### config.mk
export PLATFORM = sky130hd
export DESIGN_NAME = regfile
export DESIGN_NICKNAME = d
export VERILOG_FILES = /design/src/hdl/rv_isa_pkg.sv /design/src/hdl/regfile.sv
export SDC_FILE = /design/constraint.sdc
export NUM_CORES = 2
export LEC_CHECK = 0
export ABC_AREA = 0
export BUFFER_PORTS_ARGS = -buffer_cell sky130_fd_sc_hd__buf_2
export CORE_AREA = 10 10 498 500
export CTS_CLUSTER_SIZE = 16
export DETAILED_ROUTE_END_ITERATION = 10
export DIE_AREA = 0 0 508 510
export GPL_ROUTABILITY_DRIVEN = 0
export HOLD_SLACK_MARGIN = 0.15
export PLACE_DENSITY = 0.67
export SKIP_LAST_GASP = 1
export SLEW_MARGIN = 20
export SYNTH_ARGS = -nofsm -noshare
export SYNTH_HDL_FRONTEND = slang
export SYNTH_SLANG_ARGS = --single-unit
### constraint.sdc
create_clock -name clk -period 2.81 [get_ports clk]
set_input_delay 0.562 -clock clk [delete_from_list [all_inputs] [get_ports clk]]
set_output_delay 0.562 -clock clk [all_outputs]
set_load 0.01 [all_outputs]
### src/hdl/rv_isa_pkg.sv
package rv_isa_pkg;

  // widths
  localparam int XLEN       = 64;
  localparam int ILEN       = 32;
  localparam int REG_ADDR_W = 5;
  localparam int ALU_W      = 10;
  localparam int BJ_W       = 8;

  typedef logic [XLEN-1:0]       reg_t;
  typedef logic [ILEN-1:0]       inst_t;
  typedef logic [REG_ADDR_W-1:0] reg_addr_t;
  typedef logic [ALU_W-1:0]      alu_op_t;
  typedef logic [BJ_W-1:0]       bj_t;

  // one-hot alu selector, bit positions
  localparam int ALU_ADD  = 0;
  localparam int ALU_SUB  = 1;
  localparam int ALU_SLT  = 2;
  localparam int ALU_SLTU = 3;
  localparam int ALU_XOR  = 4;
  localparam int ALU_OR   = 5;
  localparam int ALU_AND  = 6;
  localparam int ALU_SLL  = 7;
  localparam int ALU_SRL  = 8;
  localparam int ALU_SRA  = 9;

  // one-hot branch/jump selector, bit positions
  localparam int BJ_BEQ  = 0;
  localparam int BJ_BNE  = 1;
  localparam int BJ_BLT  = 2;
  localparam int BJ_BGE  = 3;
  localparam int BJ_BLTU = 4;
  localparam int BJ_BGEU = 5;
  localparam int BJ_JALR = 6;
  localparam int BJ_JAL  = 7;

  // major opcodes, inst[6:0]
  localparam logic [6:0] OPC_LOAD      = 7'h03;
  localparam logic [6:0] OPC_FENCE     = 7'h0f;
  localparam logic [6:0] OPC_OP_IMM    = 7'h13;
  localparam logic [6:0] OPC_AUIPC     = 7'h17;
  localparam logic [6:0] OPC_OP_IMM_32 = 7'h1b;
  localparam logic [6:0] OPC_STORE     = 7'h23;
  localparam logic [6:0] OPC_OP        = 7'h33;
  localparam logic [6:0] OPC_LUI       = 7'h37;
  localparam logic [6:0] OPC_OP_32     = 7'h3b;
  localparam logic [6:0] OPC_BRANCH    = 7'h63;
  localparam logic [6:0] OPC_JALR      = 7'h67;
  localparam logic [6:0] OPC_JAL       = 7'h6f;
  localparam logic [6:0] OPC_SYSTEM    = 7'h73;

endpackage

### src/hdl/regfile.sv
`timescale 1ns/100ps

module regfile (
  input  logic                  clk,
  input  logic                  rst_n,
  input  rv_isa_pkg::reg_addr_t rs1_addr,
  input  rv_isa_pkg::reg_addr_t rs2_addr,
  output rv_isa_pkg::reg_t      r_data1,
  output rv_isa_pkg::reg_t      r_data2,
  input  logic                  wb_ena,
  input  rv_isa_pkg::reg_addr_t wb_addr,
  input  rv_isa_pkg::reg_t      wb_data
);

  localparam int NUM_REGS = 2 ** rv_isa_pkg::REG_ADDR_W;

  // x1..x31, x0 has no storage
  rv_isa_pkg::reg_t regs [1:NUM_REGS-1];

  always_ff @(posedge clk or negedge rst_n) begin
    if (!rst_n) begin
      for (int i = 1; i < NUM_REGS; i++) begin
        regs[i] <= '0;
      end
    end else if (wb_ena && (wb_addr != '0)) begin
      regs[wb_addr] <= wb_data;
    end
  end

  // combinational reads, x0 is hardwired
  assign r_data1 = (rs1_addr == '0) ? '0 : regs[rs1_addr];
  assign r_data2 = (rs2_addr == '0) ? '0 : regs[rs2_addr];

endmodule

# [Yosys cells after proc, flatten, opt, wreduce, memory -nomap -nowiden]
# Cells that the tools add are included.
[op_classes] n_mux=11 bitwise=3 n_reduce_logical=5 magnitude_cmp=4
[ops] cell="$bwmux 1984" count=1
[ops] cell="$bmux 64 s5" count=2
[ops] cell="$mux 64" count=7
[ops] cell="$demux 64 s5" count=1
[ops] cell="$ge 6x6->1 const B" count=3
[ops] cell="$not 5->6" count=3
[ops] cell="$logic_not 5->1" count=2
[ops] cell="$lt 6x1->1 const B" count=1
[ops] cell="$reduce_bool 5->1" count=1
[ops] cell="$logic_and 1x1->1" count=2
[word_totals] reg_bits=1984 word_cells=54 in_bits=82 out_inout_bits=128

# [Logic depth before layout (Yosys ltp)]
[logic_depth] word_depth=6 depth_mapped=10 depth_no_buf=5

# [Worst setup path after synthesis]
# No wires, ideal clock.
[synth_timing] path_type="input-to-output" from="in rs2_addr[1]" to="out r_data2[5]" required_time_ps=2248 path_slack_ps=-18 stages=8 arrival_ps=2266 n_path_buf=4 path_cell_list="buf_2 -> buf_2 -> buf_2 -> buf_1 -> mux4_2 -> mux2_2 -> o211ai_1 -> o21ai_0"
[synth_between] elab_chain_len=5 elab_cells_between_ends=6 classes_between="mux: 4; bitwise: 1; reduce/logical: 1"
[synth_rtl] item="start, declared" line="regfile.sv:7" text="input rv_isa_pkg::reg_addr_t rs2_addr,"
[synth_rtl] item="$not 5->6 (not written as such)" line="regfile.sv:32" text="assign r_data2 = (rs2_addr == '0) ? '0 : regs[rs2_addr];"
[synth_rtl] item="$bmux 64 s5" line="regfile.sv:32"
[synth_rtl] item="$mux 64 (not written as such) (2 in series)" line="regfile.sv:32"
[synth_rtl] item="$mux 64 *" line="regfile.sv:32"
[synth_rtl] item="end, declared" line="regfile.sv:9" text="output rv_isa_pkg::reg_t r_data2,"
# Every way passes the cells marked *; elsewhere a longest branch is shown, timed or not. The select of a mux whose other input is x is not followed.

# [Worst setup path in the final report]
[layout_timing] from="reg regs[294] (netlist name)" to="out r_data2[38]"
[layout_between] elab_chain_len=4
[layout_rtl] item="start, declared" line="regfile.sv:18" text="rv_isa_pkg::reg_t regs [1:NUM_REGS-1];"
[layout_rtl] item="start signal, assigned by index" line="regfile.sv:26" text="regs[wb_addr] <= wb_data;"
[layout_rtl] item="$bmux 64 s5" line="regfile.sv:32"
[layout_rtl] item="$mux 64 (not written as such) (2 in series)" line="regfile.sv:32"
[layout_rtl] item="$mux 64" line="regfile.sv:32"
# No other way between the ends. The select of a mux whose other input is x is not followed.

==> results.cfg <==
[clock_network]
numCtsBuffers = 213
insertion_delay_ns = 0.85
htreeDepth = 4
cts_buffer_depth = 3
clockRootBuffer = clkbuf_16
cts_sinks = 1984
cts_tree = built
clkTransAtPathRegs_ns = 0.06

[floorplanning]
floorplan.die_area_mm2 = 0.2591
row_count = 179
coreArea_mm2 = 0.2374
start_util_pct = 44.93
die_y_um = 510
ioPinCount = 210
die_width_um = 508

[pwr]
powerDensity_mw_per_mm2 = 686.9
leakage_nw = 56.71
power.total_mw = 88.20
ir_drop_v = 0.0006036

[placed_design]
place_ws_ns = -0.4808
postPlaceCellArea_mm2 = 0.1178
portBuffers = 209
hpwl_um = 226700

[drt]
drc = 0
via_per_inst = 6.512
vias = 74023
drt_iter0_drc = 7294
wl_um = 369500
wl_per_cell_um = 32.51
first_pass_iters = 6
ant_nets = 0

[cells_and_area]
final_common_cell = mux2_2
final_cell_area_mm2 = 0.1284
fillers = 19241
top_register = regs
final_cell_mix = 2149 x mux2_2, 1984 x dfrtp_1, 748 x mux4_2, 594 x buf_4, 444 x mux2i_1
nNetsFinal = 8084
area_growth_pct = 20.39
utilization_pct = 54.09
drive_above_1_share_pct = 56.50
largestRegisters = regs: 1984 flops
largest_register_ffs = 1984

[hold_path]
hp-class = input pin to asynchronous set/reset pin

[synthesis]
avgSynthCellArea_um2 = 14.32
syn-num-nets = 7531
synth_cells = 7449
ys_types = 44
syn_area_mm2 = 0.1067
yosys_warnings = 0
ys_ff_latch = 1984
ys_seq_area_share_pct = 46.55

[grt]
grtUsageTotal_pct = 27.69
met1_usage_pct = 36.59
grt_start_max_net_pins = 136
overflow = 0
grt_first_pass_wirelength_um = 536500
antenna_found_initial = 32
grt_pass1_vias = 76175
grt.busiest_layer = met2
grtUsageMet3_pct = 5.824
use_met2_pct = 43.99

[sta]
finalSetupViolCount = 128
slew_viol_final = 0
fmax_mhz = 303.6
finalSetupTns_ns = -34.42
slew_headroom_pct = 34.08
min_period_ns = 3.294
worstMarginPinSlew_ns = 0.9813
clock_skew_ns = 0
rsz0062_at_grt = yes
hold_viol = 0
period_share_pct = 117.2
setup_slack_ns = -0.4836

[critical_path]
startpoint_type = flip-flop
startpoint = regs[294]
worstPathArrival_ns = 2.73
path_max_fanout = 2
timing.rr.start = regs[294]
crit_type = flip-flop to output pin
crit_path_end_kind = output pin
critical_path_required_ns = 2.25

[run]
drv_cap = 0

[outcome]
status = finished, violations left
violations = setup timing
[critical path: stages, from the launching register on]
cell,delay (ns)
dfrtp_1,0.40
mux4_2,0.47
mux2_4,0.27
o211ai_1,0.26
o21ai_1,0.15
buf_4,0.19
buf_6,0.12
[Yosys cell counts (all sizes together)]
cell,count,area (um^2)
mux2,2185,24630
o31ai,1,21.27
a211o,9,78.83
a2111oi,4,35.03
a211oi,4,30.03
o21ai,105,525.5
dfrtp,1984,49650
clkbuf,446,1674
a21oi,121,605.6
nand4,1,6.260
a221oi,120,1057
o221ai,15,131.4
mux4,748,16850
a31oi,68,425.4
o32a,18,180.2
a22o,2,17.52
nor2,105,411.6
nand2b,8,50.05
inv,1,3.750
and3,2,12.51
o22a,4,35.03
mux2i,458,4584
nand3,19,95.09
or4,1,7.510
and2,4,25.02
nor2b,121,757.0
nand4b,1,8.760
o211ai,79,593.1
nor3,88,440.4
or3,16,100.1
o22ai,9,56.30
a22oi,75,563.0
a311oi,8,70.07
a21o,9,67.56
nand2,254,955.9
buf,356,1917
[routing by layer]
metal	vias up	share of wire [%]	wire, um
li1	29641	-	-
met1	39785	40	146700
met2	3571	47	172500
met3	1000	8.3	30770
met4	26	5.3	19460
met5	-	0.043	159
[kinds of logic (layout without fill, tap and decap cells)]
kind of cell	count (synthesis)	after routing	synth area share, %
muxes	3391	3391	43.18
DFF	1984	1984	46.55
buffers and inverters	803	1541	3.370
AOI/OAI and AO/OA	651	651	4.212
and+or+nand+nor	620	620	2.691
other	0	13	0
[what timing repair did]
action                                  in CTS  in global routing
cloned                                      12                  7
resized for setup                          276                 98
hold buffers                                 1                  0
endpoints found under the setup margin     128                128
hold endpoints to repair                   721                  0
pin swaps                                   99                 78
buffers inserted                            98                 60
[metrics by stage]
step                      hold slack (ns)  cells
final                              0.2011  11367
after global routing               0.2052  11363
after CTS                          0.1682  11293
after detailed placement           0.4759  10788
after global placement             0.4732  10788
after floorplan                    0.2664   7449
[worst paths after layout]
kind,endpoint,slack (ns),cells past startpoint
setup / recovery,r_data2[38],-0.48,6
min in group clk,regs[239],0.31,3
hold reg to reg,regs[1618],0.52,1
hold / removal,regs[1892],0.20,2
max in group asynchronous,regs[1467],1.40,4
setup reg to reg,regs[294],1.78,3
[report_power, final]
| part | switching [mW] | internal (mW) | leakage, nW |
|---|---|---|---|
| clock network | 12.3 | 17.3 | 3.60 |
| registers | 4.36 | 34.2 | 25.4 |
| logic | 8.12 | 12.0 | 27.7 |
[layout make-up]
| cell class | count | area, um^2 | area share, % |
|---|---|---|---|
| inverters | 1 | 6.256 | 0.004872 |
| repair buffers | 1140 | 12760 | 9.938 |
| diodes | 13 | 32.53 | 0.02533 |
| flip-flops and latches | 1984 | 49650 | 38.66 |
| multi-input cells | 4662 | 54680 | 42.58 |
| clock inverters | 80 | 979.7 | 0.7629 |
| well taps | 3167 | 3963 | 3.086 |
| clock buffers | 320 | 6341 | 4.938 |
(Power assumes the default switching activity.)
