**config.mk**
```make
export PLATFORM = sky130hd
export DESIGN_NAME = inst_queue
export DESIGN_NICKNAME = d
export VERILOG_FILES = /design/src/hdl/rv_isa_pkg.sv /design/src/hdl/core_pkg.sv /design/src/hdl/inst_queue.sv
export SDC_FILE = /design/constraint.sdc
export NUM_CORES = 1
export LEC_CHECK = 0
export ABC_AREA = 1
export BUFFER_PORTS_ARGS = -buffer_cell sky130_fd_sc_hd__buf_4
export CAP_MARGIN = 20
export CELL_PAD_IN_SITES_DETAIL_PLACEMENT = 0
export CELL_PAD_IN_SITES_GLOBAL_PLACEMENT = 1
export CORE_MARGIN = 4
export CORE_UTILIZATION = 42
export DETAILED_ROUTE_END_ITERATION = 10
export GPL_TIMING_DRIVEN = 0
export HOLD_SLACK_MARGIN = 0.03
export PLACE_DENSITY_LB_ADDON = 0.2
export SLEW_MARGIN = 20
export SYNTH_ARGS = -nofsm -noshare
export SYNTH_HDL_FRONTEND = slang
export SYNTH_SLANG_ARGS = --single-unit
```
**constraint.sdc**
```tcl
create_clock -name clk -period 3 [get_ports clk]
set_input_delay 0.45 -clock clk [delete_from_list [all_inputs] [get_ports clk]]
set_output_delay 0.45 -clock clk [all_outputs]
set_load 0.01 [all_outputs]
```
**src/hdl/rv_isa_pkg.sv**
```systemverilog
package rv_isa_pkg;

  // widths
  localparam int XLEN       = 64;
  localparam int ILEN       = 32;
  localparam int REG_ADDR_W = 5;
  localparam int ALU_W      = 10;
  localparam int BJ_W       = 8;

  typedef logic [XLEN-1:0]       reg_t;
  typedef logic [ILEN-1:0]       inst_t;
  typedef logic [REG_ADDR_W-1:0] reg_addr_t;
  typedef logic [ALU_W-1:0]      alu_op_t;
  typedef logic [BJ_W-1:0]       bj_t;

  // one-hot alu selector, bit positions
  localparam int ALU_ADD  = 0;
  localparam int ALU_SUB  = 1;
  localparam int ALU_SLT  = 2;
  localparam int ALU_SLTU = 3;
  localparam int ALU_XOR  = 4;
  localparam int ALU_OR   = 5;
  localparam int ALU_AND  = 6;
  localparam int ALU_SLL  = 7;
  localparam int ALU_SRL  = 8;
  localparam int ALU_SRA  = 9;

  // one-hot branch/jump selector, bit positions
  localparam int BJ_BEQ  = 0;
  localparam int BJ_BNE  = 1;
  localparam int BJ_BLT  = 2;
  localparam int BJ_BGE  = 3;
  localparam int BJ_BLTU = 4;
  localparam int BJ_BGEU = 5;
  localparam int BJ_JALR = 6;
  localparam int BJ_JAL  = 7;

  // major opcodes, inst[6:0]
  localparam logic [6:0] OPC_LOAD      = 7'h03;
  localparam logic [6:0] OPC_FENCE     = 7'h0f;
  localparam logic [6:0] OPC_OP_IMM    = 7'h13;
  localparam logic [6:0] OPC_AUIPC     = 7'h17;
  localparam logic [6:0] OPC_OP_IMM_32 = 7'h1b;
  localparam logic [6:0] OPC_STORE     = 7'h23;
  localparam logic [6:0] OPC_OP        = 7'h33;
  localparam logic [6:0] OPC_LUI       = 7'h37;
  localparam logic [6:0] OPC_OP_32     = 7'h3b;
  localparam logic [6:0] OPC_BRANCH    = 7'h63;
  localparam logic [6:0] OPC_JALR      = 7'h67;
  localparam logic [6:0] OPC_JAL       = 7'h6f;
  localparam logic [6:0] OPC_SYSTEM    = 7'h73;

endpackage

```
**src/hdl/core_pkg.sv**
```systemverilog
package core_pkg;

  // instruction queue, one credit per entry
  localparam int IQ_DEPTH = 4;
  localparam int IQ_PTR_W = $clog2(IQ_DEPTH);

  // pointers wrap on their own, depth is a power of two
  typedef logic [IQ_PTR_W-1:0] iq_ptr_t;

  // one extra bit so a full queue can be counted
  typedef logic [IQ_PTR_W:0]   iq_count_t;

endpackage

```
**src/hdl/inst_queue.sv**
```systemverilog
`timescale 1ns/100ps

module inst_queue (
  input  logic                clk,
  input  logic                rst_n,
  input  logic                in_valid,
  input  rv_isa_pkg::inst_t   in_inst,
  input  rv_isa_pkg::reg_t    in_pc,
  input  logic                q_pop,
  output logic                q_valid,
  output rv_isa_pkg::inst_t   q_inst,
  output rv_isa_pkg::reg_t    q_pc,
  output logic                in_credit
);

  rv_isa_pkg::inst_t   inst_mem [core_pkg::IQ_DEPTH];
  rv_isa_pkg::reg_t    pc_mem   [core_pkg::IQ_DEPTH];

  core_pkg::iq_ptr_t   wr_ptr;
  core_pkg::iq_ptr_t   rd_ptr;
  core_pkg::iq_count_t count;
  logic                pop;

  assign q_valid = (count != '0);

  // only pop what is actually there
  assign pop = q_pop & q_valid;

  always_ff @(posedge clk or negedge rst_n) begin
    if (!rst_n) begin
      wr_ptr    <= '0;
      rd_ptr    <= '0;
      count     <= '0;
      in_credit <= 1'b0;
    end else begin
      if (in_valid) begin
        wr_ptr <= wr_ptr + 1'b1;
      end
      if (pop) begin
        rd_ptr <= rd_ptr + 1'b1;
      end
      count <= count + core_pkg::iq_count_t'(in_valid) - core_pkg::iq_count_t'(pop);
      // freed entry goes back to the sender one cycle later
      in_credit <= pop;
    end
  end

  // storage, no overflow check since the sender is credit bound
  always_ff @(posedge clk) begin
    if (in_valid) begin
      inst_mem[wr_ptr] <= in_inst;
      pc_mem[wr_ptr]   <= in_pc;
    end
  end

  // head entry
  assign q_inst = inst_mem[rd_ptr];
  assign q_pc   = pc_mem[rd_ptr];

endmodule

```
# == Word level (Yosys, flattened, before mapping) ==
# Memory sizes are Yosys's and may differ from the RTL's.
# Cells that the tools add are included.
# op_classes
bitwise_logic,1
n_reduce_logical,1
muxes,2
n_addsub,4
# op_table
cell,n
$add 2x1->2 const B,2
$add 3x1->3,1
$reduce_bool 3->1,1
$sub 3x1->3,1
$mux 1,2
$and 1x1->1,1
# word_totals
ramBits,384
word_cells,14
regBits,8
inputBits,100
memories,2
# memory_table
name,words,word_bits,rd,rd_ports_with_merged_regs,write_ports,line_no,source
pc_mem,4,64,1,0,1,inst_queue.sv:17,rv_isa_pkg::reg_t pc_mem [core_pkg::IQ_DEPTH];
inst_mem,4,32,1,0,1,inst_queue.sv:16,rv_isa_pkg::inst_t inst_mem [core_pkg::IQ_DEPTH];

# == Depth between registers and ports, before layout ==
# Gate-level depths: netlist of run 1.
# logic_depth
depth_word,3
ltp_mapped,11
depth_no_buf,11

# == Worst setup path after synthesis of run 1 ==
# No wires, ideal clock.
# synth_path
path_kind,input-to-reg
from,in in_valid
to,mem inst_mem[1][0] (netlist bit) (enable)
setup_ns,0.450
path_buffers,1
path_stages,3
setup_slack_ns,-0.049
arrival_time_ns,2.599
path_cell_list,clkbuf_1 nand2_1 inv_1
# synth_between
elab_chain_cells,2
# synth_rtl
element,line_no,source
start: declaration,inst_queue.sv:6,"input logic in_valid,"
$mux 1,inst_queue.sv:50,if (in_valid) begin
$mux 1 (implied by the code),inst_queue.sv:51,inst_mem[wr_ptr] <= in_inst;
end: declaration,inst_queue.sv:16,
# Every way passes these cells.

# == Worst setup path after layout of run 1 ==
# layout_path
from,reg rd_ptr[0]
to,out q_pc[35]
# layout_between
elab_chain_cells,1
# layout_rtl
element,line_no,source
start: declaration,inst_queue.sv:20,core_pkg::iq_ptr_t rd_ptr;
start signal: assignment,inst_queue.sv:40,rd_ptr <= rd_ptr + 1'b1;
$mem_v2 4x64,--,
end: declaration,inst_queue.sv:12,"output rv_isa_pkg::reg_t q_pc,"
# Every way passes these cells.

==> flow_summary.yaml, run 1 <==
cts:
  cts_tree: "built"
  root_buffer: "clkbuf_16"
  clk-insertion-delay-late_ps: 520
  cts_max_path_buffers: 3
  htree_levels: 2
  numCtsBuffers: 41
  clkTransAtPathRegs_ps: 60
  cts_sinks: 392
global_route:
  antenna_found_initial: 2
  grt_pass1_vias: 9614
  grt_max_degree: 29
  grtUsageTotal_pct: 17.8
  grt_pass1_wl_um: 55800
  grt-ovfl-total: 0
critical_path:
  crit_path_end_kind: "output pin"
  start_kind: "flop"
  cp.arrival_ps: 2330
  cp_max_fo: 10
  required_ps: 2550
  path_class: "reg2out"
yosys:
  synth_area_mm2: 0.0155
  yosysSeqAreaShare_pct: 75.5
  ys_types: 20
  synth_area_per_cell_um2: 12.2
  synth_warnings: 0
  synth_seq_cells: 392
  synth_cells: 1269
  syn-num-nets: 1376
finish:
  drive_above_1_share_pct: 19.7
  final_common_cell: "edfxtp_1"
  area_growth_pct: 23.9
  antennaDiodeCount: 0
  instances_no_fill: 2024
  stdcell_area_mm2: 0.0193
  mostFrequentLayoutCells: "384 x edfxtp_1, 304 x nand2_1, 198 x buf_4"
  final_nets: 1633
placement:
  dpl_worst_slack_ps: 681
  dp_cells: 1950
  gp_congestion: 0.718
  portBuffers: 197
  hpwl_um: 23900
  placed_area_mm2: 0.0180
timing:
  final.min_clock_period_ps: 2780
  skew_ps: 10.6
  fin_crit_sh_pct: 92.6
  fmax_mhz: 360
  setup_viol: 0
  rsz0062_at_grt: "no"
  final_hold_viol_count: 0
  worst_slack_ps: 221
  max_slew_margin_pct: 58.8
  drv_slew: 0
  worst_slew_pin_slew_ps: 617
route:
  avgViaCountPerCell: 4.75
  drt_iter0_drc: 457
  detail_route.drc_violations: 0
  vias: 9619
  first_pass_iters: 5
  wl_per_cell_um: 18.0
  antenna_left: 0
  routed_wl_um: 36400
floorplanning:
  coreArea_mm2: 0.0365
  die-area_mm2: 0.0401
  io_pins: 198
  fp-row-count: 70
  die_w_um: 200
  start_util_pct: 42.5
  fp.dieH_um: 200
hold_path:
  holdCritPathClass: "in2reg"
outcome:
  status: "completed"
pwr:
  worst_ir_drop_vdd_mv: 0.575
  powerDensity_mw_per_mm2: 1020
  power.leakage_nw: 7.66
flow_run:
  maxCapViolCount: 0
[cells in the mapped netlist]
library cell  instances  share of area, %
buf_1                 2             0.048
buf_2                12              0.39
buf_4                 1             0.048
buf_6                21               1.5
buf_8                 1             0.097
clkbuf_1             27              0.65
clkinv_1              1             0.024
dfrtp_1               8               1.3
edfxtp_1            384                74
fa_1                  1              0.13
ha_1                  6              0.48
inv_1               109               2.6
inv_2                 1             0.024
nand2_1             304               7.3
nand3_1               2             0.064
nor2_1              193               4.7
o21ai_0             162               5.2
o21ai_1              31               1.0
xnor2_1               1             0.056
xor2_1                2              0.11
[area by class of cell]
class | instances | area, µm²
tap | 468 | 586
inverter | 111 | 432
buffer | 64 | 428
timing repair buffer | 214 | 1850
fill | 3131 | 17300
sequential | 392 | 11700
clock buffer | 55 | 1120
multi-input combinational | 702 | 2960
clock inverter | 18 | 136
[sequential cells by signal, summed over array words and instances (netlist names)]
name and flops:
pc_mem 256, inst_mem 128, count 3, rd_ptr 2, wr_ptr 2, in_credit 1
[metal layers]
metal	vias up	part of all wire, %	global-route usage, %
li1	4783	-	-
met4	2	1.5	3.69
met5	-	0.055	0
met1	4578	43	23.3
met3	48	5.6	4.16
met2	208	50	30.9
[stage by stage]
stage	util (%)	hold slack, ps	power [mW]	TNS (ps)
final	52.7	125	19.6	0
after global routing	52.7	98.6	20.9	0
after CTS	52.7	94.2	19.9	0
after detailed placement	49.2	280	15.2	0
after global placement	48.2	278	14.9	-372670
after floorplan	-	154	11.5	0
[report_power, final]
group	switching, mW	total [mW]	leakage [nW]	internal [mW]
registers	0.213	7.36	3.62	7.15
clock network	1.94	4.73	0.613	2.79
logic	4.63	7.51	3.42	2.87
[what timing repair did]
item	4_1_cts	5_1_grt
hold buffers	1	0
resized for setup	0	0
endpoints found under the setup margin	0	0
endpoints found under the hold margin	8	0
buffers inserted	0	0
[final timing paths]
kind / startpoint / endpoint / slack (ps) / cells after the start
worst max-delay path: rd_ptr[0] / q_pc[35] / 220 / 6
worst min-delay path: in_pc[42] / pc_mem[2][42] / 120 / 1
worst max register to register: wr_ptr[0] / pc_mem[1][7] / 890 / 6
worst min register to register: rd_ptr[1] / rd_ptr[1] / 470 / 2
max in group asynchronous: rst_n / rd_ptr[0] / 2580 / 2
min in group asynchronous: rst_n / count[1] / 290 / 2
[kinds of logic (layout without fill, tap and decap cells)]
kind of cell | after synthesis | count (layout) | share of synthesized area [%]
AND/OR/NAND/NOR | 499 | 499 | 12.1
flip-flops | 392 | 392 | 75.5
AO/OA/AOI/OAI | 193 | 193 | 6.22
buffers and inverters | 175 | 462 | 5.44
adder cells (fa/ha/maj) | 7 | 7 | 0.612
XOR/XNOR | 3 | 3 | 0.169
[critical path, stage by stage (launching register included)]
cell,delay (ps)
dfrtp_1,420
inv_2,210
buf_2,320
clkbuf_1,430
o21ai_0,170
nand2_1,130
buf_4,140
No activity file was read; power rests on OpenSTA's default activity.
==> run 2: changes to the inputs <==
==> constraint.sdc (replaced) <==
create_clock -name clk -period 3 [get_ports clk]
set_input_delay 0.6 -clock clk [delete_from_list [all_inputs] [get_ports clk]]
set_output_delay 0.6 -clock clk [all_outputs]
set_load 0.01 [all_outputs]
==> flow_summary.yaml, run 2 (same netlist as run 1, synthesis figures left out) <==
cts:
  postCtsSetupBuffers: 0
  clkTransAtPathRegs_ps: 60
  clk-insertion-delay-late_ps: 520
  cts_max_path_buffers: 3
  root_buffer: "clkbuf_16"
  numCtsBuffers: 41
  htree_levels: 2
  cts_sinks: 392
  cts_tree: "built"
global_route:
  grt-ovfl-total: 0
  grt_pass1_vias: 9614
  grtUsageTotal_pct: 17.8
  grt_max_degree: 29
  grt_pass1_wl_um: 55800
  antenna_found_initial: 2
timing:
  setup_viol: 0
  fin_crit_sh_pct: 94.7
  final_hold_viol_count: 0
  final.min_clock_period_ps: 2840
  rsz0062_at_grt: "no"
  skew_ps: 9.67
  drv_slew: 0
  fmax_mhz: 352
  max_slew_margin_pct: 59.7
  worst_slew_pin_slew_ps: 604
critical_path:
  crit_end: "q_inst[24]"
  path_class: "reg2out"
  crit_path_end_kind: "output pin"
  cp_max_fo: 10
  r2r-start: "wr_ptr[0]"
  ff2ff_path_depth: 6
  cp.arrival_ps: 2240
  startpoint: "rd_ptr[1]"
  r2r_setup_slack_ps: 880
  required_ps: 2400
  reg2reg_to: "pc_mem[1][14]"
  start_kind: "flop"
floorplanning:
  io_pins: 198
  start_util_pct: 42.5
  fp.dieH_um: 200
  die-area_mm2: 0.0401
  coreArea_mm2: 0.0365
  fp-row-count: 70
  die_w_um: 200
pwr:
  p_sw_mw: 6.79
  power_frac_clock_pct: 24.1
  powerDensity_mw_per_mm2: 1020
  power.leakage_nw: 7.69
  power_frac_comb_pct: 38.4
  worst_ir_drop_vdd_mv: 0.577
  pwr-share-seq_pct: 37.5
  fin_total_pwr_mw: 19.6
  swShare_pct: 34.6
  p_int_mw: 12.8
route:
  drt_iter0_drc: 462
  vias: 9603
  first_pass_iters: 5
  antenna_left: 0
  detail_route.drc_violations: 0
  avgViaCountPerCell: 4.74
  wl_per_cell_um: 18.0
  routed_wl_um: 36400
flow_run:
  maxCapViolCount: 0
finish:
  instances_no_fill: 2024
  drive_above_1_share_pct: 20.2
  area_growth_pct: 24.0
  largest_reg_flops: 256
  fillCellCount: 3129
  final_common_cell: "edfxtp_1"
  mostFrequentLayoutCells: "384 x edfxtp_1, 304 x nand2_1, 198 x buf_4"
  final_nets: 1633
  regMostFlops: "pc_mem"
  antennaDiodeCount: 0
  reg_top3: "pc_mem (256), inst_mem (128), count (3)"
outcome:
  status: "completed"
placement:
  dp_cells: 1950
  portBuffers: 197
  gp_congestion: 0.718
  hpwl_um: 23900
hold_path:
  holdCritPathClass: "in2reg"
[run 2: cell count changes in the layout (fill, tap and decap cells not counted)]
cell,delta
clkbuf_2,+9
clkbuf_1,-9
[run 2: stage by stage]
step | util, % | setup slack [ps] | setup TNS (ps) | instance area (µm²) | hold WS, ps
2_1_floorplan | - | 338 | 0 | 15600 | 304
3_3_place_gp | 48.2 | -1150 | -430270 | 17600 | 428
3_5_place_dp | 49.2 | 531 | 0 | 18000 | 430
4_1_cts | 52.7 | 23.0 | 0 | 19300 | 244
5_1_grt | 52.7 | 3.00 | 0 | 19300 | 249
6_report | 52.7 | 158 | 0 | 19300 | 275
[run 2: area by class of cell]
cell class | instances | area (µm²) | share of cell area, %
tap | 468 | 586 | 3.04
clock buffer | 55 | 1120 | 5.82
multi-input combinational | 702 | 2960 | 15.4
clock inverter | 18 | 136 | 0.708
inverter | 111 | 432 | 2.24
buffer | 64 | 439 | 2.28
timing repair buffer | 214 | 1850 | 9.63
sequential | 392 | 11700 | 60.9
[run 2: repair_timing]
item                       CTS  global route
setup endpoints to repair    6            45
pin swaps                    0             0
hold endpoints to repair     8             0
resized for setup            1            16
hold buffers                 1             0
[run 2: worst min path at each step]
stage / startpoint / end / slack [ps] / depth (start not counted)
final: in_pc[42] / pc_mem[2][42] / 280 / 1
after global routing: in_pc[33] / pc_mem[1][33] / 250 / 1
after CTS: in_pc[42] / pc_mem[2][42] / 240 / 1
after detailed placement: rst_n / wr_ptr[0] / 430 / 1
after global placement: rst_n / wr_ptr[0] / 430 / 1
after floorplan: rst_n / count[0] / 300 / 0
[run 2: metal layers]
metal	vias to the layer above	track usage (%)	routed length (µm)
met3	48	4.16	2050
met2	205	30.9	18000
li1	4786	-	-
met5	-	0	20
met4	2	3.69	555
met1	4562	23.3	15800
[run 2: critical path, cell delays in order (launching register included)]
cell     delay, ps
dfrtp_1        370
inv_1          150
buf_2          350
buf_1          480
nand2_1        120
nand2_1        120
buf_4          130
[run 2: power groups by stage]
stage,combinational [mW],clock [mW],sequential (mW)
CTS,7.72,4.85,7.37
global placement,7.32,0,7.58
global route,8.39,5.09,7.44
detailed placement,7.70,0,7.48
floorplan,4.00,0,7.49
finish,7.53,4.73,7.36
==> run 3: changes to the inputs <==
--- a/config.mk
+++ b/config.mk
@@ -7,7 +7,6 @@
 export LEC_CHECK = 0
 export ABC_AREA = 1
 export BUFFER_PORTS_ARGS = -buffer_cell sky130_fd_sc_hd__buf_4
-export CAP_MARGIN = 20
 export CELL_PAD_IN_SITES_DETAIL_PLACEMENT = 0
 export CELL_PAD_IN_SITES_GLOBAL_PLACEMENT = 1
 export CORE_MARGIN = 4
@@ -15,6 +14,7 @@
 export DETAILED_ROUTE_END_ITERATION = 10
 export GPL_TIMING_DRIVEN = 0
 export HOLD_SLACK_MARGIN = 0.03
+export MAX_ROUTING_LAYER = met4
 export PLACE_DENSITY_LB_ADDON = 0.2
 export SLEW_MARGIN = 20
 export SYNTH_ARGS = -nofsm -noshare
==> flow_summary.yaml, run 3 (same netlist as run 1, synthesis figures left out) <==
placement:
  hpwl_um: 23800
  portBuffers: 197
  gp_congestion: 0.727
floorplanning:
  die-area_mm2: 0.0401
  fp.dieH_um: 200
  fp-row-count: 70
  io_pins: 198
  start_util_pct: 42.5
  die_w_um: 200
  coreArea_mm2: 0.0365
cts:
  clkTransAtPathRegs_ps: 60
  cts_tree: "built"
  root_buffer: "clkbuf_16"
  numCtsBuffers: 41
  postCtsSetupBuffers: 0
  cts_sinks: 392
  clk-insertion-delay-late_ps: 540
  htree_levels: 2
  cts_max_path_buffers: 3
critical_path:
  required_ps: 2400
  cp.arrival_ps: 2190
  crit_path_end_kind: "output pin"
  cp_max_fo: 10
  ff2ff_path_depth: 11
  path_class: "reg2out"
  r2r-start: "count[1]"
  startpoint: "rd_ptr[1]"
  start_kind: "flop"
pwr:
  pwr-share-seq_pct: 37.6
  swShare_pct: 34.7
  worst_ir_drop_vdd_mv: 0.545
  powerDensity_mw_per_mm2: 1020
  power_frac_comb_pct: 38.4
  power.leakage_nw: 7.68
  p_int_mw: 12.8
  p_sw_mw: 6.81
  power_frac_clock_pct: 24.0
global_route:
  grt-ovfl-total: 0
  grt_pass1_vias: 9622
  grtUsageTotal_pct: 18.4
  grt_max_degree: 29
  grt_pass1_wl_um: 55800
  antenna_found_initial: 1
route:
  antenna_left: 0
  detail_route.drc_violations: 0
  avgViaCountPerCell: 4.77
  wl_per_cell_um: 18.0
  vias: 9643
  first_pass_iters: 5
  drt_iter0_drc: 473
  routed_wl_um: 36400
timing:
  drv_slew: 0
  fmax_mhz: 358
  final_hold_viol_count: 0
  setup_viol: 0
  finalSetupTns_ps: 0
  rsz0062_at_grt: "no"
  skew_ps: 18.0
  worst_slew_pin_slew_ps: 576
  fin_crit_sh_pct: 93.0
  final.min_clock_period_ps: 2790
  max_slew_margin_pct: 61.6
hold_path:
  hp-start: "in_pc[56]"
  holdPathStages: 1
  holdCritPathClass: "in2reg"
finish:
  fin_util_pct: 52.7
  fillCellCount: 3150
  reg_top3: "pc_mem (256), inst_mem (128), count (3)"
  largest_reg_flops: 256
  multi_input_comb_area_mm2: 0.00296
  drive_above_1_share_pct: 20.3
  final_common_cell: "edfxtp_1"
  seq_area_mm2: 0.0117
  mostFrequentLayoutCells: "384 x edfxtp_1, 304 x nand2_1, 198 x buf_4"
  regMostFlops: "pc_mem"
  final_nets: 1633
  area_growth_pct: 23.9
outcome:
  status: "completed"
flow_run:
  maxCapViolCount: 0
run 3: final cells by class:
type / instances / share of cell area (%)
Buffer: 64 / 2.29
Sequential cell: 392 / 60.9
Timing Repair Buffer: 214 / 9.63
Antenna cell: 1 / 0.0130
Tap cell: 468 / 3.04
Clock buffer: 58 / 5.99
Clock inverter: 13 / 0.461
Inverter: 111 / 2.24
Multi-Input combinational cell: 702 / 15.4
run 3: through the flow:
stage	instances	cell area, µm²	hold WS (ps)	setup slack, ps	power [mW]
floorplan	1269	15600	304	338	11.5
global placement	1934	17600	428	-1150	14.9
detailed placement	1950	18000	430	525	15.2
CTS	2022	19200	232	0.616	19.9
global route	2023	19300	240	8.65	20.9
finish	2023	19300	262	210	19.6
run 3: layer usage:
layer	global-route usage (%)	vias to the layer above	wire, µm
met5	-	-	0
met3	3.87	60	2020
met1	23.7	4568	15900
met4	4.28	0	720
met2	30.6	230	17700
li1	-	4785	-
run 3: timing repair:
| item | 4_1_cts | 5_1_grt |
|---|---|---|
| gates resized for setup | 2 | 17 |
| hold endpoints to repair | 8 | 0 |
| hold buffers | 1 | 0 |
| setup endpoints to repair | 12 | 80 |
| gates cloned | 0 | 0 |
run 3: power by group through the flow:
| stage | logic [mW] | clock network (mW) | registers, mW |
|---|---|---|---|
| CTS | 7.73 | 4.81 | 7.36 |
| finish | 7.53 | 4.71 | 7.36 |
| global route | 8.39 | 5.06 | 7.44 |
| global placement | 7.32 | 0 | 7.58 |
| floorplan | 4.00 | 0 | 7.49 |
| detailed placement | 7.70 | 0 | 7.48 |
run 3: worst paths after layout:
kind | to | slack (ps)
max in group asynchronous | rd_ptr[0] | 2440
min in group asynchronous | wr_ptr[0] | 420
min | pc_mem[0][56] | 260
max reg2reg | count[2] | 890
max | q_pc[44] | 210
min reg2reg | rd_ptr[1] | 470
run 3: critical path: stages (launching register included):
cell	delay [ps]
dfrtp_1	370
inv_1	160
buf_2	370
buf_2	320
nor2_1	80
o21ai_0	80
nand2_1	120
buf_4	160
