## src/hdl/rv_isa_pkg.sv

```systemverilog
package rv_isa_pkg;

  // widths
  localparam int XLEN       = 64;
  localparam int ILEN       = 32;
  localparam int REG_ADDR_W = 5;
  localparam int ALU_W      = 10;
  localparam int BJ_W       = 8;

  typedef logic [XLEN-1:0]       reg_t;
  typedef logic [ILEN-1:0]       inst_t;
  typedef logic [REG_ADDR_W-1:0] reg_addr_t;
  typedef logic [ALU_W-1:0]      alu_op_t;
  typedef logic [BJ_W-1:0]       bj_t;

  // one-hot alu selector, bit positions
  localparam int ALU_ADD  = 0;
  localparam int ALU_SUB  = 1;
  localparam int ALU_SLT  = 2;
  localparam int ALU_SLTU = 3;
  localparam int ALU_XOR  = 4;
  localparam int ALU_OR   = 5;
  localparam int ALU_AND  = 6;
  localparam int ALU_SLL  = 7;
  localparam int ALU_SRL  = 8;
  localparam int ALU_SRA  = 9;

  // one-hot branch/jump selector, bit positions
  localparam int BJ_BEQ  = 0;
  localparam int BJ_BNE  = 1;
  localparam int BJ_BLT  = 2;
  localparam int BJ_BGE  = 3;
  localparam int BJ_BLTU = 4;
  localparam int BJ_BGEU = 5;
  localparam int BJ_JALR = 6;
  localparam int BJ_JAL  = 7;

  // major opcodes, inst[6:0]
  localparam logic [6:0] OPC_LOAD      = 7'h03;
  localparam logic [6:0] OPC_FENCE     = 7'h0f;
  localparam logic [6:0] OPC_OP_IMM    = 7'h13;
  localparam logic [6:0] OPC_AUIPC     = 7'h17;
  localparam logic [6:0] OPC_OP_IMM_32 = 7'h1b;
  localparam logic [6:0] OPC_STORE     = 7'h23;
  localparam logic [6:0] OPC_OP        = 7'h33;
  localparam logic [6:0] OPC_LUI       = 7'h37;
  localparam logic [6:0] OPC_OP_32     = 7'h3b;
  localparam logic [6:0] OPC_BRANCH    = 7'h63;
  localparam logic [6:0] OPC_JALR      = 7'h67;
  localparam logic [6:0] OPC_JAL       = 7'h6f;
  localparam logic [6:0] OPC_SYSTEM    = 7'h73;

endpackage

```

## src/hdl/id_stage.sv

```systemverilog
`timescale 1ns/100ps

module id_stage (
  input  rv_isa_pkg::inst_t     inst,
  input  rv_isa_pkg::reg_t      pc,
  input  rv_isa_pkg::reg_t      r_data1,
  output rv_isa_pkg::reg_addr_t rs1_addr,
  output rv_isa_pkg::reg_addr_t rs2_addr,
  output logic                  rd_w_ena,
  output rv_isa_pkg::reg_addr_t rd_w_addr,
  output rv_isa_pkg::alu_op_t   alu_op,
  output rv_isa_pkg::bj_t       bj_op,
  output logic                  is_word_op,
  output logic                  op1_sel_pc,
  output logic                  op2_sel_imm,
  output rv_isa_pkg::reg_t      imm,
  output rv_isa_pkg::reg_t      jmp_off,
  output logic                  unsupported
);

  localparam int XLEN = rv_isa_pkg::XLEN;

  logic [6:0] opcode;
  logic [2:0] funct3;
  logic [6:0] funct7;
  logic [7:0] f3_hot;
  logic       f7_zero;
  logic       f7_alt;

  rv_isa_pkg::reg_t imm_i, imm_s, imm_b, imm_u, imm_j;
  rv_isa_pkg::reg_t jalr_sum, jalr_off;

  logic is_load, is_fence, is_op_imm, is_auipc, is_op_imm_32, is_store;
  logic is_op, is_lui, is_op_32, is_branch, is_jalr, is_jal, is_system;
  logic op_imm_ok, op_imm32_ok, op_ok, op32_ok, br_ok, jalr_ok;
  logic imm_ok, reg_ok, alu_ok;
  logic rs1_ena, rs2_ena;

  // instruction fields
  assign opcode  = inst[6:0];
  assign funct3  = inst[14:12];
  assign funct7  = inst[31:25];
  assign f3_hot  = 8'b1 << funct3;
  assign f7_zero = (funct7 == 7'h00);
  assign f7_alt  = (funct7 == 7'h20);

  // sign-extended immediates
  assign imm_i = {{(XLEN-12){inst[31]}}, inst[31:20]};
  assign imm_s = {{(XLEN-12){inst[31]}}, inst[31:25], inst[11:7]};
  assign imm_b = {{(XLEN-13){inst[31]}}, inst[31], inst[7], inst[30:25], inst[11:8], 1'b0};
  assign imm_u = {{(XLEN-32){inst[31]}}, inst[31:12], 12'b0};
  assign imm_j = {{(XLEN-21){inst[31]}}, inst[31], inst[19:12], inst[20], inst[30:21], 1'b0};

  // opcode classes
  assign is_load      = (opcode == rv_isa_pkg::OPC_LOAD);
  assign is_fence     = (opcode == rv_isa_pkg::OPC_FENCE);
  assign is_op_imm    = (opcode == rv_isa_pkg::OPC_OP_IMM);
  assign is_auipc     = (opcode == rv_isa_pkg::OPC_AUIPC);
  assign is_op_imm_32 = (opcode == rv_isa_pkg::OPC_OP_IMM_32);
  assign is_store     = (opcode == rv_isa_pkg::OPC_STORE);
  assign is_op        = (opcode == rv_isa_pkg::OPC_OP);
  assign is_lui       = (opcode == rv_isa_pkg::OPC_LUI);
  assign is_op_32     = (opcode == rv_isa_pkg::OPC_OP_32);
  assign is_branch    = (opcode == rv_isa_pkg::OPC_BRANCH);
  assign is_jalr      = (opcode == rv_isa_pkg::OPC_JALR);
  assign is_jal       = (opcode == rv_isa_pkg::OPC_JAL);
  assign is_system    = (opcode == rv_isa_pkg::OPC_SYSTEM);

  // legal funct combinations, rv64 shifts take a 6-bit shamt
  assign op_imm_ok = is_op_imm & (~(f3_hot[1] | f3_hot[5])
                   | f3_hot[1] & (inst[31:26] == 6'h00)
                   | f3_hot[5] & ((inst[31:26] == 6'h00) | (inst[31:26] == 6'h10)));
  assign op_imm32_ok = is_op_imm_32 & (f3_hot[0] | f3_hot[1] & f7_zero
                     | f3_hot[5] & (f7_zero | f7_alt));
  assign op_ok   = is_op & (f7_zero | f7_alt & (f3_hot[0] | f3_hot[5]));
  assign op32_ok = is_op_32 & (f7_zero & (f3_hot[0] | f3_hot[1] | f3_hot[5])
                 | f7_alt & (f3_hot[0] | f3_hot[5]));
  assign br_ok   = is_branch & ~(f3_hot[2] | f3_hot[3]);
  assign jalr_ok = is_jalr & f3_hot[0];

  assign imm_ok = op_imm_ok | op_imm32_ok;
  assign reg_ok = op_ok | op32_ok;
  assign alu_ok = imm_ok | reg_ok;

  // loads, stores, fence and system end up here too
  assign unsupported = ~(alu_ok | br_ok | jalr_ok | is_jal | is_lui | is_auipc);

  assign is_word_op  = is_op_imm_32 | is_op_32;
  assign op1_sel_pc  = is_auipc;
  assign op2_sel_imm = is_op_imm | is_op_imm_32 | is_lui | is_auipc | is_load | is_store;

  // register reads, unused ports read x0
  assign rs1_ena  = is_op_imm | is_op_imm_32 | is_op | is_op_32 | is_branch | is_jalr
                  | is_load | is_store | is_fence | is_system;
  assign rs2_ena  = is_op | is_op_32 | is_branch | is_store;
  assign rs1_addr = rs1_ena ? inst[19:15] : '0;
  assign rs2_addr = rs2_ena ? inst[24:20] : '0;

  assign rd_w_ena  = alu_ok | jalr_ok | is_jal | is_lui | is_auipc;
  assign rd_w_addr = rd_w_ena ? inst[11:7] : '0;

  assign imm = (is_lui | is_auipc) ? imm_u :
               is_store            ? imm_s : imm_i;

  // alu one-hot; immediate forms have no SUB so inst[30] is ignored there
  assign alu_op[rv_isa_pkg::ALU_ADD]  = (imm_ok | reg_ok & ~inst[30]) & f3_hot[0]
                                      | is_lui | is_auipc;
  assign alu_op[rv_isa_pkg::ALU_SUB]  = reg_ok & inst[30] & f3_hot[0];
  assign alu_op[rv_isa_pkg::ALU_SLT]  = alu_ok & f3_hot[2] | br_ok & (f3_hot[4] | f3_hot[5]);
  assign alu_op[rv_isa_pkg::ALU_SLTU] = alu_ok & f3_hot[3] | br_ok & (f3_hot[6] | f3_hot[7]);
  assign alu_op[rv_isa_pkg::ALU_XOR]  = alu_ok & f3_hot[4] | br_ok & (f3_hot[0] | f3_hot[1]);
  assign alu_op[rv_isa_pkg::ALU_OR]   = alu_ok & f3_hot[6];
  assign alu_op[rv_isa_pkg::ALU_AND]  = alu_ok & f3_hot[7];
  assign alu_op[rv_isa_pkg::ALU_SLL]  = alu_ok & f3_hot[1];
  assign alu_op[rv_isa_pkg::ALU_SRL]  = alu_ok & f3_hot[5] & ~inst[30];
  assign alu_op[rv_isa_pkg::ALU_SRA]  = alu_ok & f3_hot[5] & inst[30];

  assign bj_op[rv_isa_pkg::BJ_BEQ]  = br_ok & f3_hot[0];
  assign bj_op[rv_isa_pkg::BJ_BNE]  = br_ok & f3_hot[1];
  assign bj_op[rv_isa_pkg::BJ_BLT]  = br_ok & f3_hot[4];
  assign bj_op[rv_isa_pkg::BJ_BGE]  = br_ok & f3_hot[5];
  assign bj_op[rv_isa_pkg::BJ_BLTU] = br_ok & f3_hot[6];
  assign bj_op[rv_isa_pkg::BJ_BGEU] = br_ok & f3_hot[7];
  assign bj_op[rv_isa_pkg::BJ_JALR] = jalr_ok;
  assign bj_op[rv_isa_pkg::BJ_JAL]  = is_jal;

  // jalr target turned into a pc-relative offset, bit 0 cleared
  assign jalr_sum = r_data1 + imm_i;
  assign jalr_off = {jalr_sum[XLEN-1:1], 1'b0} - pc;

  assign jmp_off = ({XLEN{is_branch}} & imm_b)
                 | ({XLEN{is_jal}}    & imm_j)
                 | ({XLEN{is_jalr}}   & jalr_off);

endmodule

```

## config.mk

```make
export PLATFORM = sky130hd
export DESIGN_NAME = id_stage
export DESIGN_NICKNAME = d
export VERILOG_FILES = /design/src/hdl/rv_isa_pkg.sv /design/src/hdl/id_stage.sv
export SDC_FILE = /design/constraint.sdc
export NUM_CORES = 1
export LEC_CHECK = 0
export ABC_AREA = 1
export BUFFER_PORTS_ARGS = -buffer_cell sky130_fd_sc_hd__buf_2
export CAP_MARGIN = 20
export CORE_ASPECT_RATIO = 1.25
export CORE_MARGIN = 4
export CORE_UTILIZATION = 23
export DETAILED_ROUTE_END_ITERATION = 7
export SYNTH_ARGS = -nofsm -noshare
export SYNTH_HDL_FRONTEND = slang
export SYNTH_SLANG_ARGS = --single-unit
```

## constraint.sdc

```tcl
create_clock -name vclk -period 5.1
set_input_delay 0 -clock vclk [all_inputs]
set_output_delay 0 -clock vclk [all_outputs]
set_load 0.01 [all_outputs]
```

== Word-level counts from Yosys, hierarchy flattened ==
Cells that the tools add are included.
Storage, ports and cells
  bits in registers: 0
  input port bits: 160
  output and inout port bits: 166
  logic and storage cells: 119
Operators by class
  add/subtract/negate cells: 2
  equal/unequal tests: 15
  shift-type cells: 1
  mux-type cells: 5
  bitwise operators: 94
  reductions and logical operators: 2
Operator list (count)
  $and A64 B64 Y64: 3
  $or A64 B64 Y64: 2
  $add A64 B64 Y64: 1
  $sub A64 B64 Y64: 1
  $or A1 B1 Y1: 51
  $eq A7 B6 Y1 const B: 5
  $and A1 B1 Y1: 34
  $mux W31: 1
  $eq A7 B7 Y1 const B: 4
  $eq A7 B5 Y1 const B: 3
  $mux W5: 4
  $shl A1 B3 Y8 const A: 1
  $eq A7 B2 Y1 const B: 1
  $eq A7 B4 Y1 const B: 1
  $logic_not A7 Y1: 1
  $eq A6 B5 Y1 const B: 1
  $logic_not A6 Y1: 1
  $not A1 Y1: 4

== Logic depth before layout (Yosys ltp) ==
Gate-level depths: netlist of run 1.
  depth after elaboration: 14
  mapped depth: 27
  gate-level depth less buffers: 27

== Least setup slack after synthesis of run 1 ==
No wires, ideal clock.
  path kind: input to output
  start: in inst[21]
  end: out jmp_off[40]
  data arrival time: 2.891 ns
  required time: 5.100 ns
  path slack: 2.209 ns
  stages on the path: 21
  path buffers: 0
  path through: inv_1 > fa_1 > nand3b_1 > nand2_1 > a21oi_2 > o21ai_2 > nand2_1 > nand2_2 > a21oi_1 > xnor2_1 > ha_1 > nand2_1 > nor2_1 > inv_1 > nor2_1 > inv_1 > nor2_1 > nand4_1 > nand3_1 > nor2_1 > o21ai_0
Between the ends
  cells in the longest elaborated chain, start to end: 4
RTL lines
  from (decl): RTL line id_stage.sv:4  | input rv_isa_pkg::inst_t inst,
  $add A64 B64 Y64: RTL line id_stage.sv:128  | assign jalr_sum = r_data1 + imm_i;
  $sub A64 B64 Y64: RTL line id_stage.sv:129  | assign jalr_off = {jalr_sum[XLEN-1:1], 1'b0} - pc;
  $and A64 B64 Y64: RTL line id_stage.sv:133  | | ({XLEN{is_jalr}} & jalr_off);
  $or A64 B64 Y64: RTL line id_stage.sv:133
  to (decl): RTL line id_stage.sv:17  | output rv_isa_pkg::reg_t jmp_off,
No other way between the ends.

== Worst setup path after layout of run 1 ==
  start: in inst[31]
  end: out jmp_off[59]
Between the ends
  cells in the longest elaborated chain, start to end: 4
  elaborated cells between the ends (all ways): 7
  those cells by class: 2 x add/sub; 5 x bitwise
RTL lines (RTL line)
  $add A64 B64 Y64: id_stage.sv:128
  $sub A64 B64 Y64: id_stage.sv:129
  $and A64 B64 Y64: id_stage.sv:133
  $or A64 B64 Y64 *: id_stage.sv:133
Mark *: on every way between the ends. The rest lies on a longest branch, timed or not.

==> metrics.csv, run 1 <==
stage,metric,value,unit
sta,final setup vio count,0,
synthesis,Syn. warnings,0,
synthesis,Area contributors post-synth,"nand2_1 19%, ha_1 14%, inv_1 13%, a21oi_1 9.7%, nor2_1 9.2%",
grt,Global Route Usage Sum,19.9,%
floorplanning,IO Count,326,
finish,Layout area overhead,18.7,%
synthesis,Synth cell types,50,
place,PortBufs,326,
critical_path,CP Data Arrival Time,4.57,ns
sta,Final Hold Violating Endpoints,0,
synthesis,Mapped Cells,2232,
sta,Least-Margin Pin Slew,0.791,ns
place,dpl cells,3160,
floorplanning,row count,91,
grt,first-pass GRT wire length,84.6,mm
floorplanning,CORE AREA,49200,µm²
drt,drt wl/cell,17.7,µm
finish,FFs & Latches,0,
drt,initial drt markers,1436,
grt,antenna violations before repair,0,
finish,Total Nets Final,2797,
drt,remaining antenna violation count,0,
synthesis,top cell type's share of synthesized area,18.9,%
power_and_ir_drop,Power Density,169,nW/µm²
sta,fmax,219,MHz
drt,Via density,4.74,
synthesis,cell with the most instances after synthesis,nand2_1,
sta,Worst Slack Setup Final,0.531,ns
finish,final cell count without fillers,3161,
grt,total gr overflow,0,
power_and_ir_drop,Leak Pwr,7.48,nW
place,DP HPWL,50.2,mm
sta,RSZ-0062 raised after global routing,false,
run,Max-cap violations,0,
clocking,hold buffer count at cts,0,
synthesis,"Avg Cell Area, Syn",5.11,µm²
finish,storage element area,0,µm²
place,routability cong.,1.01,
drt,# DRC,0,
synthesis,sequential area share after synthesis,0,%
drt,router iterations before antenna repair,6,
synthesis,cell area after synthesis,11400,µm²
clocking,post-CTS sizing,0,
finish,clkbuf count,0,
grt,vias in the first global route,14600,
finish,post-route cell area,13500,µm²
critical_path,critical path class,input port to output pin,
grt,largest net degree at the start of global routing,59,
sta,Final period util,89.6,%
floorplanning,Die ar.,53200,µm²
floorplanning,starting density of the core,23.2,%
finish,filler cell count,5872,
run_status,status,completed,
power_and_ir_drop,Peak VDD IR,60.4,µV
critical_path,Critical Path Sink Type,output pin,
synthesis,biggest area consumer among synthesized cells,nand2_1,
critical_path,CP max FO,58,
place,worst slack at placement,0.623,ns
floorplanning,chip width,207,µm
sta,Period minus WS final,4.57,ns
critical_path,critical path required time,5.10,ns
sta,max_slew headroom,47.2,%
drt,DRT Wirelength,56.1,mm
sta,Max Slew Vio Count,0,
floorplanning,die span in y,257,µm
hold_path,worst hold path type,input port to output pin,
critical_path,CP startpoint kind,input port,
sta,post-route setup TNS,0,ns
synthesis,syn_nets,2518,
clocking,setup bufs post-CTS,0,
place,post-placement cell area,13500,µm²
synthesis,top post-synthesis cells by count,"574 x nand2_1, 400 x inv_1, 279 x nor2_1, 222 x a21oi_1, 144 x o21ai_0",
drt,via count,15000,
finish,layout cells sized above 1,17.3,%
## per-stage QoR
| step | utilization [%] | power, W | hold slack [ns] |
|---|---|---|---|
| 2_1_floorplan | - | 0.00154 | 0.0355 |
| 3_3_place_gp | 27.5 | 0.00225 | 0.285 |
| 3_5_place_dp | 27.5 | 0.00225 | 0.288 |
| 4_1_cts | 27.5 | 0.00226 | 0.288 |
| 5_1_grt | 27.5 | 0.00256 | 0.299 |
| 6_report | 27.5 | 0.00229 | 0.284 |
## critical path, stage by stage
cell and delay [ns]:
buf_4 0.56, ha_1 0.39, nand2_1 0.16, o21ai_0 0.35, a21oi_1 0.12, o21ai_0 0.37, inv_1 0.11, nand2_2 0.13
xor2_1 0.26, ha_1 0.36, a21oi_1 0.37, o21ai_0 0.17, a21oi_1 0.37, o21bai_1 0.15, a21oi_1 0.25, nand2_1 0.08
nand2_1 0.06, nand3_1 0.06, nand2_1 0.07, buf_2 0.14
## metal layers
metal | vias to the layer above | track usage, % | share of wire (%)
met5 | - | 0 | 0
met2 | 645 | 36.2 | 48
met1 | 6548 | 25.3 | 43
li1 | 7723 | - | -
met4 | 0 | 5.36 | 3.3
met3 | 74 | 1.65 | 6.5
## report_power, final
part / leakage [nW] / switching, W / internal, W
Sequential: 0 / 0 / 0
Clock: 0.00000634 / 0 / 0.0000000000262
Combinational: 7.48 / 0.00156 / 0.000722
## path summary, 6_finish.rpt
kind | cells after the start | to | from | slack, ns
worst min-delay path | 4 | rs1_addr[2] | inst[17] | 0.28
worst max-delay path | 20 | jmp_off[59] | inst[31] | 0.53
## final cells by class
type               instances  area [µm²]  area share (%)
multi-input cells       1760        9480            70.1
inverters                419        1570            11.6
diodes                     1        2.50          0.0185
repair buffers           330        1660            12.3
well taps                651         815            6.02
## layout by cell type (no fill, tap or decap), drive strengths merged, types with 5 or more instances in the layout
cell and count:
nand2 592, inv 419, buf 330, nor2 302, a21oi 228, o21ai 168, ha 124, nand3 117
xor2 39, o21bai 37, nor3 32, nand4 21, o211ai 18, xnor2 15, nor4 12, a21o 11
nand3b 6, and2 6, a21boi 6, a31oi 5
## cell families after synthesis
kind of cell	count (synthesis)	synth area share (%)
buffers and inverters	472	16.9
xor gates and xnor gates	54	4.15
and+or+nand+nor	1094	40.6
adders and majority gates	126	14.0
AOI/OAI and AO/OA	486	24.4
Note: power is estimated with default switching activity, not from simulation.
==> inputs of run 2 (changes only) <==
--- a/config.mk
+++ b/config.mk
@@ -6,12 +6,13 @@
 export NUM_CORES = 1
 export LEC_CHECK = 0
 export ABC_AREA = 1
-export BUFFER_PORTS_ARGS = -buffer_cell sky130_fd_sc_hd__buf_2
+export BUFFER_PORTS_ARGS = -buffer_cell sky130_fd_sc_hd__buf_4
 export CAP_MARGIN = 20
 export CORE_ASPECT_RATIO = 1.25
 export CORE_MARGIN = 4
 export CORE_UTILIZATION = 23
 export DETAILED_ROUTE_END_ITERATION = 7
+export RECOVER_POWER = 50
 export SYNTH_ARGS = -nofsm -noshare
 export SYNTH_HDL_FRONTEND = slang
 export SYNTH_SLANG_ARGS = --single-unit
==> run 2 against run 1 <==
  * Non-clock buffer count unchanged
  * Sequential cell count unchanged
  * Sequential share of layout area unchanged
  * Critical path depth unchanged
  * Clock-buffer cell count unchanged
  * Maximum frequency up 2.4%
  * Via count up 0.24%
  * The flow now finishes with violations (capacitance limit, slew limit)
  * Final cell count about the same
==> metrics.csv, run 2 (synthesis results as in run 1) <==
stage,metric,value,unit
sta,Max Slew Vio Count,6,
floorplanning,Die ar.,53200,µm²
hold_path,HP Start,inst[17],
critical_path,Max stage delay on crit path,0.55,ns
hold_path,worst hold path type,input port to output pin,
drt,# DRC,0,
drt,Via density,4.76,
place,routability cong.,0.963,
floorplanning,chip width,207,µm
sta,RSZ-0062 raised after global routing,false,
clocking,setup bufs post-CTS,0,
power_and_ir_drop,Power Density,166,nW/µm²
grt,met2 Use GR,36.5,%
place,PortBufs,326,
drt,remaining antenna violation count,0,
floorplanning,IO Count,326,
critical_path,critical path required time,5.10,ns
critical_path,CP Data Arrival Time,4.46,ns
hold_path,worst hold endpoint,rs1_addr[2],
sta,fmax,224,MHz
clocking,hold buffer count at cts,0,
power_and_ir_drop,Peak VDD IR,51.8,µV
finish,Total Nets Final,2797,
critical_path,Worst path top cell family by delay,compound AO/OA/AOI/OAI gates,
hold_path,WHS Path Cells,4,
finish,Layout area overhead,23.0,%
run,Max-cap violations,1,
run_status,status,finished with violations,
sta,Final Hold Violating Endpoints,0,
finish,storage element area,0,µm²
finish,ANT cells,0,
clocking,post-CTS sizing,0,
floorplanning,starting density of the core,23.2,%
sta,final setup vio count,0,
finish,Layout Utilization,28.5,%
grt,total gr overflow,0,
grt,antenna violations before repair,1,
critical_path,"most used cell, CP",a21oi_1,
critical_path,critical-path cell list,buf_4 > ha_1 > a21oi_1 > o21ai_0 > a21oi_1 > o21ai_1 > a21oi_1 > nor2_1 > o21bai_1 > nand2_1 > ha_1 > a21oi_1 > nand2_1 > a21oi_1 > o21bai_1 > a21oi_1 > nand3_1 > nand3_1 > nand2_1 > buf_4,
floorplanning,row count,91,
run_status,violated checks,"capacitance limit, slew limit",
drt,initial drt markers,1183,
grt,vias in the first global route,14400,
grt,Global Route Usage Sum,20.0,%
floorplanning,CORE AREA,49200,µm²
grt,grt met3 use,1.99,%
place,DP HPWL,50.7,mm
grt,largest net degree at the start of global routing,59,
finish,"commonest non-fill, non-tap cell in the layout",nand2_1,
finish,layout cells sized above 1,14.1,%
finish,filler cell count,5930,
drt,via count,15000,
finish,clkbuf count,0,
sta,Period minus WS final,4.46,ns
grt,first-pass GRT wire length,84.6,mm
sta,post-route setup TNS,0,ns
critical_path,CP startpoint kind,input port,
critical_path,slowest CP cell,buf_4,
drt,drt wl/cell,18.0,µm
critical_path,CP max FO,58,
grt,grt met1 use,25.3,%
sta,Least-Margin Pin Slew,2.09,ns
finish,FFs & Latches,0,
finish,"commonest non-fill, non-tap cells in the layout","574 x nand2_1, 402 x inv_1, 282 x nor2_1",
power_and_ir_drop,Leak Pwr,7.38,nW
critical_path,Critical Path Sink Type,output pin,
critical_path,critical path class,input port to output pin,
sta,Final period util,87.5,%
grt,GRT busiest layer,met2,
drt,DRT Wirelength,56.9,mm
critical_path,Critical path buffers and inverters,2,
sta,max_slew headroom,-40.9,%
floorplanning,die span in y,257,µm
critical_path,crit path from,inst[31],
drt,router iterations before antenna repair,6,
[run 2: cell count changes in the layout (fill, tap and decap cells not counted), moves of 2 or more]
cell and delta:
buf_4 +253, nor4_1 +2, buf_2 -325, nor2_1 +3, clkbuf_1 +72, inv_2 -3
nor2_2 -2, inv_1 +2
[run 2: through the flow]
step	total power [W]	hold slack (ns)	setup slack, ns	cell area, µm²	instances
2_1_floorplan	0.00154	0.0355	2.21	11400	2232
3_3_place_gp	0.00233	0.275	0.571	14300	3160
3_5_place_dp	0.00232	0.275	0.704	14300	3160
4_1_cts	0.00233	0.275	0.683	14300	3160
5_1_grt	0.00259	0.282	0.252	14000	3160
6_report	0.00233	0.273	0.640	14000	3160
[run 2: metal layers]
metal  routed length [µm]  vias up
met5                   11        -
met4                 1670        2
met3                 3620       80
met2                27400      603
met1                24200     6627
li1                     -     7714
[run 2: where the power goes]
| group | total (W) | switching [W] | internal [W] |
|---|---|---|---|
| registers | 0 | 0 | 0 |
| clock network | 0 | 0 | 0 |
| logic | 0.00233 | 0.00157 | 0.000756 |
[run 2: worst max-delay path by stage]
stage | to | slack [ns] | cells after the start
floorplan | jmp_off[40] | 2.21 | 21
global placement | jmp_off[61] | 0.57 | 22
CTS | jmp_off[61] | 0.68 | 22
global route | jmp_off[55] | 0.25 | 24
detailed placement | jmp_off[61] | 0.70 | 22
finish | jmp_off[59] | 0.64 | 20
[run 2: area by class of cell]
type | instances | area (µm²) | share of cell area, %
multi-input cells | 1760 | 9430 | 67.2
inverters | 419 | 1570 | 11.2
repair buffers | 330 | 2210 | 15.7
well taps | 651 | 815 | 5.81
[run 2: tightest hold or removal path: cells and delay by family]
| family | cells | cell delay [ns] |
|---|---|---|
| buf+inv | 3 | 0.22 |
| simple gates | 1 | 0.04 |
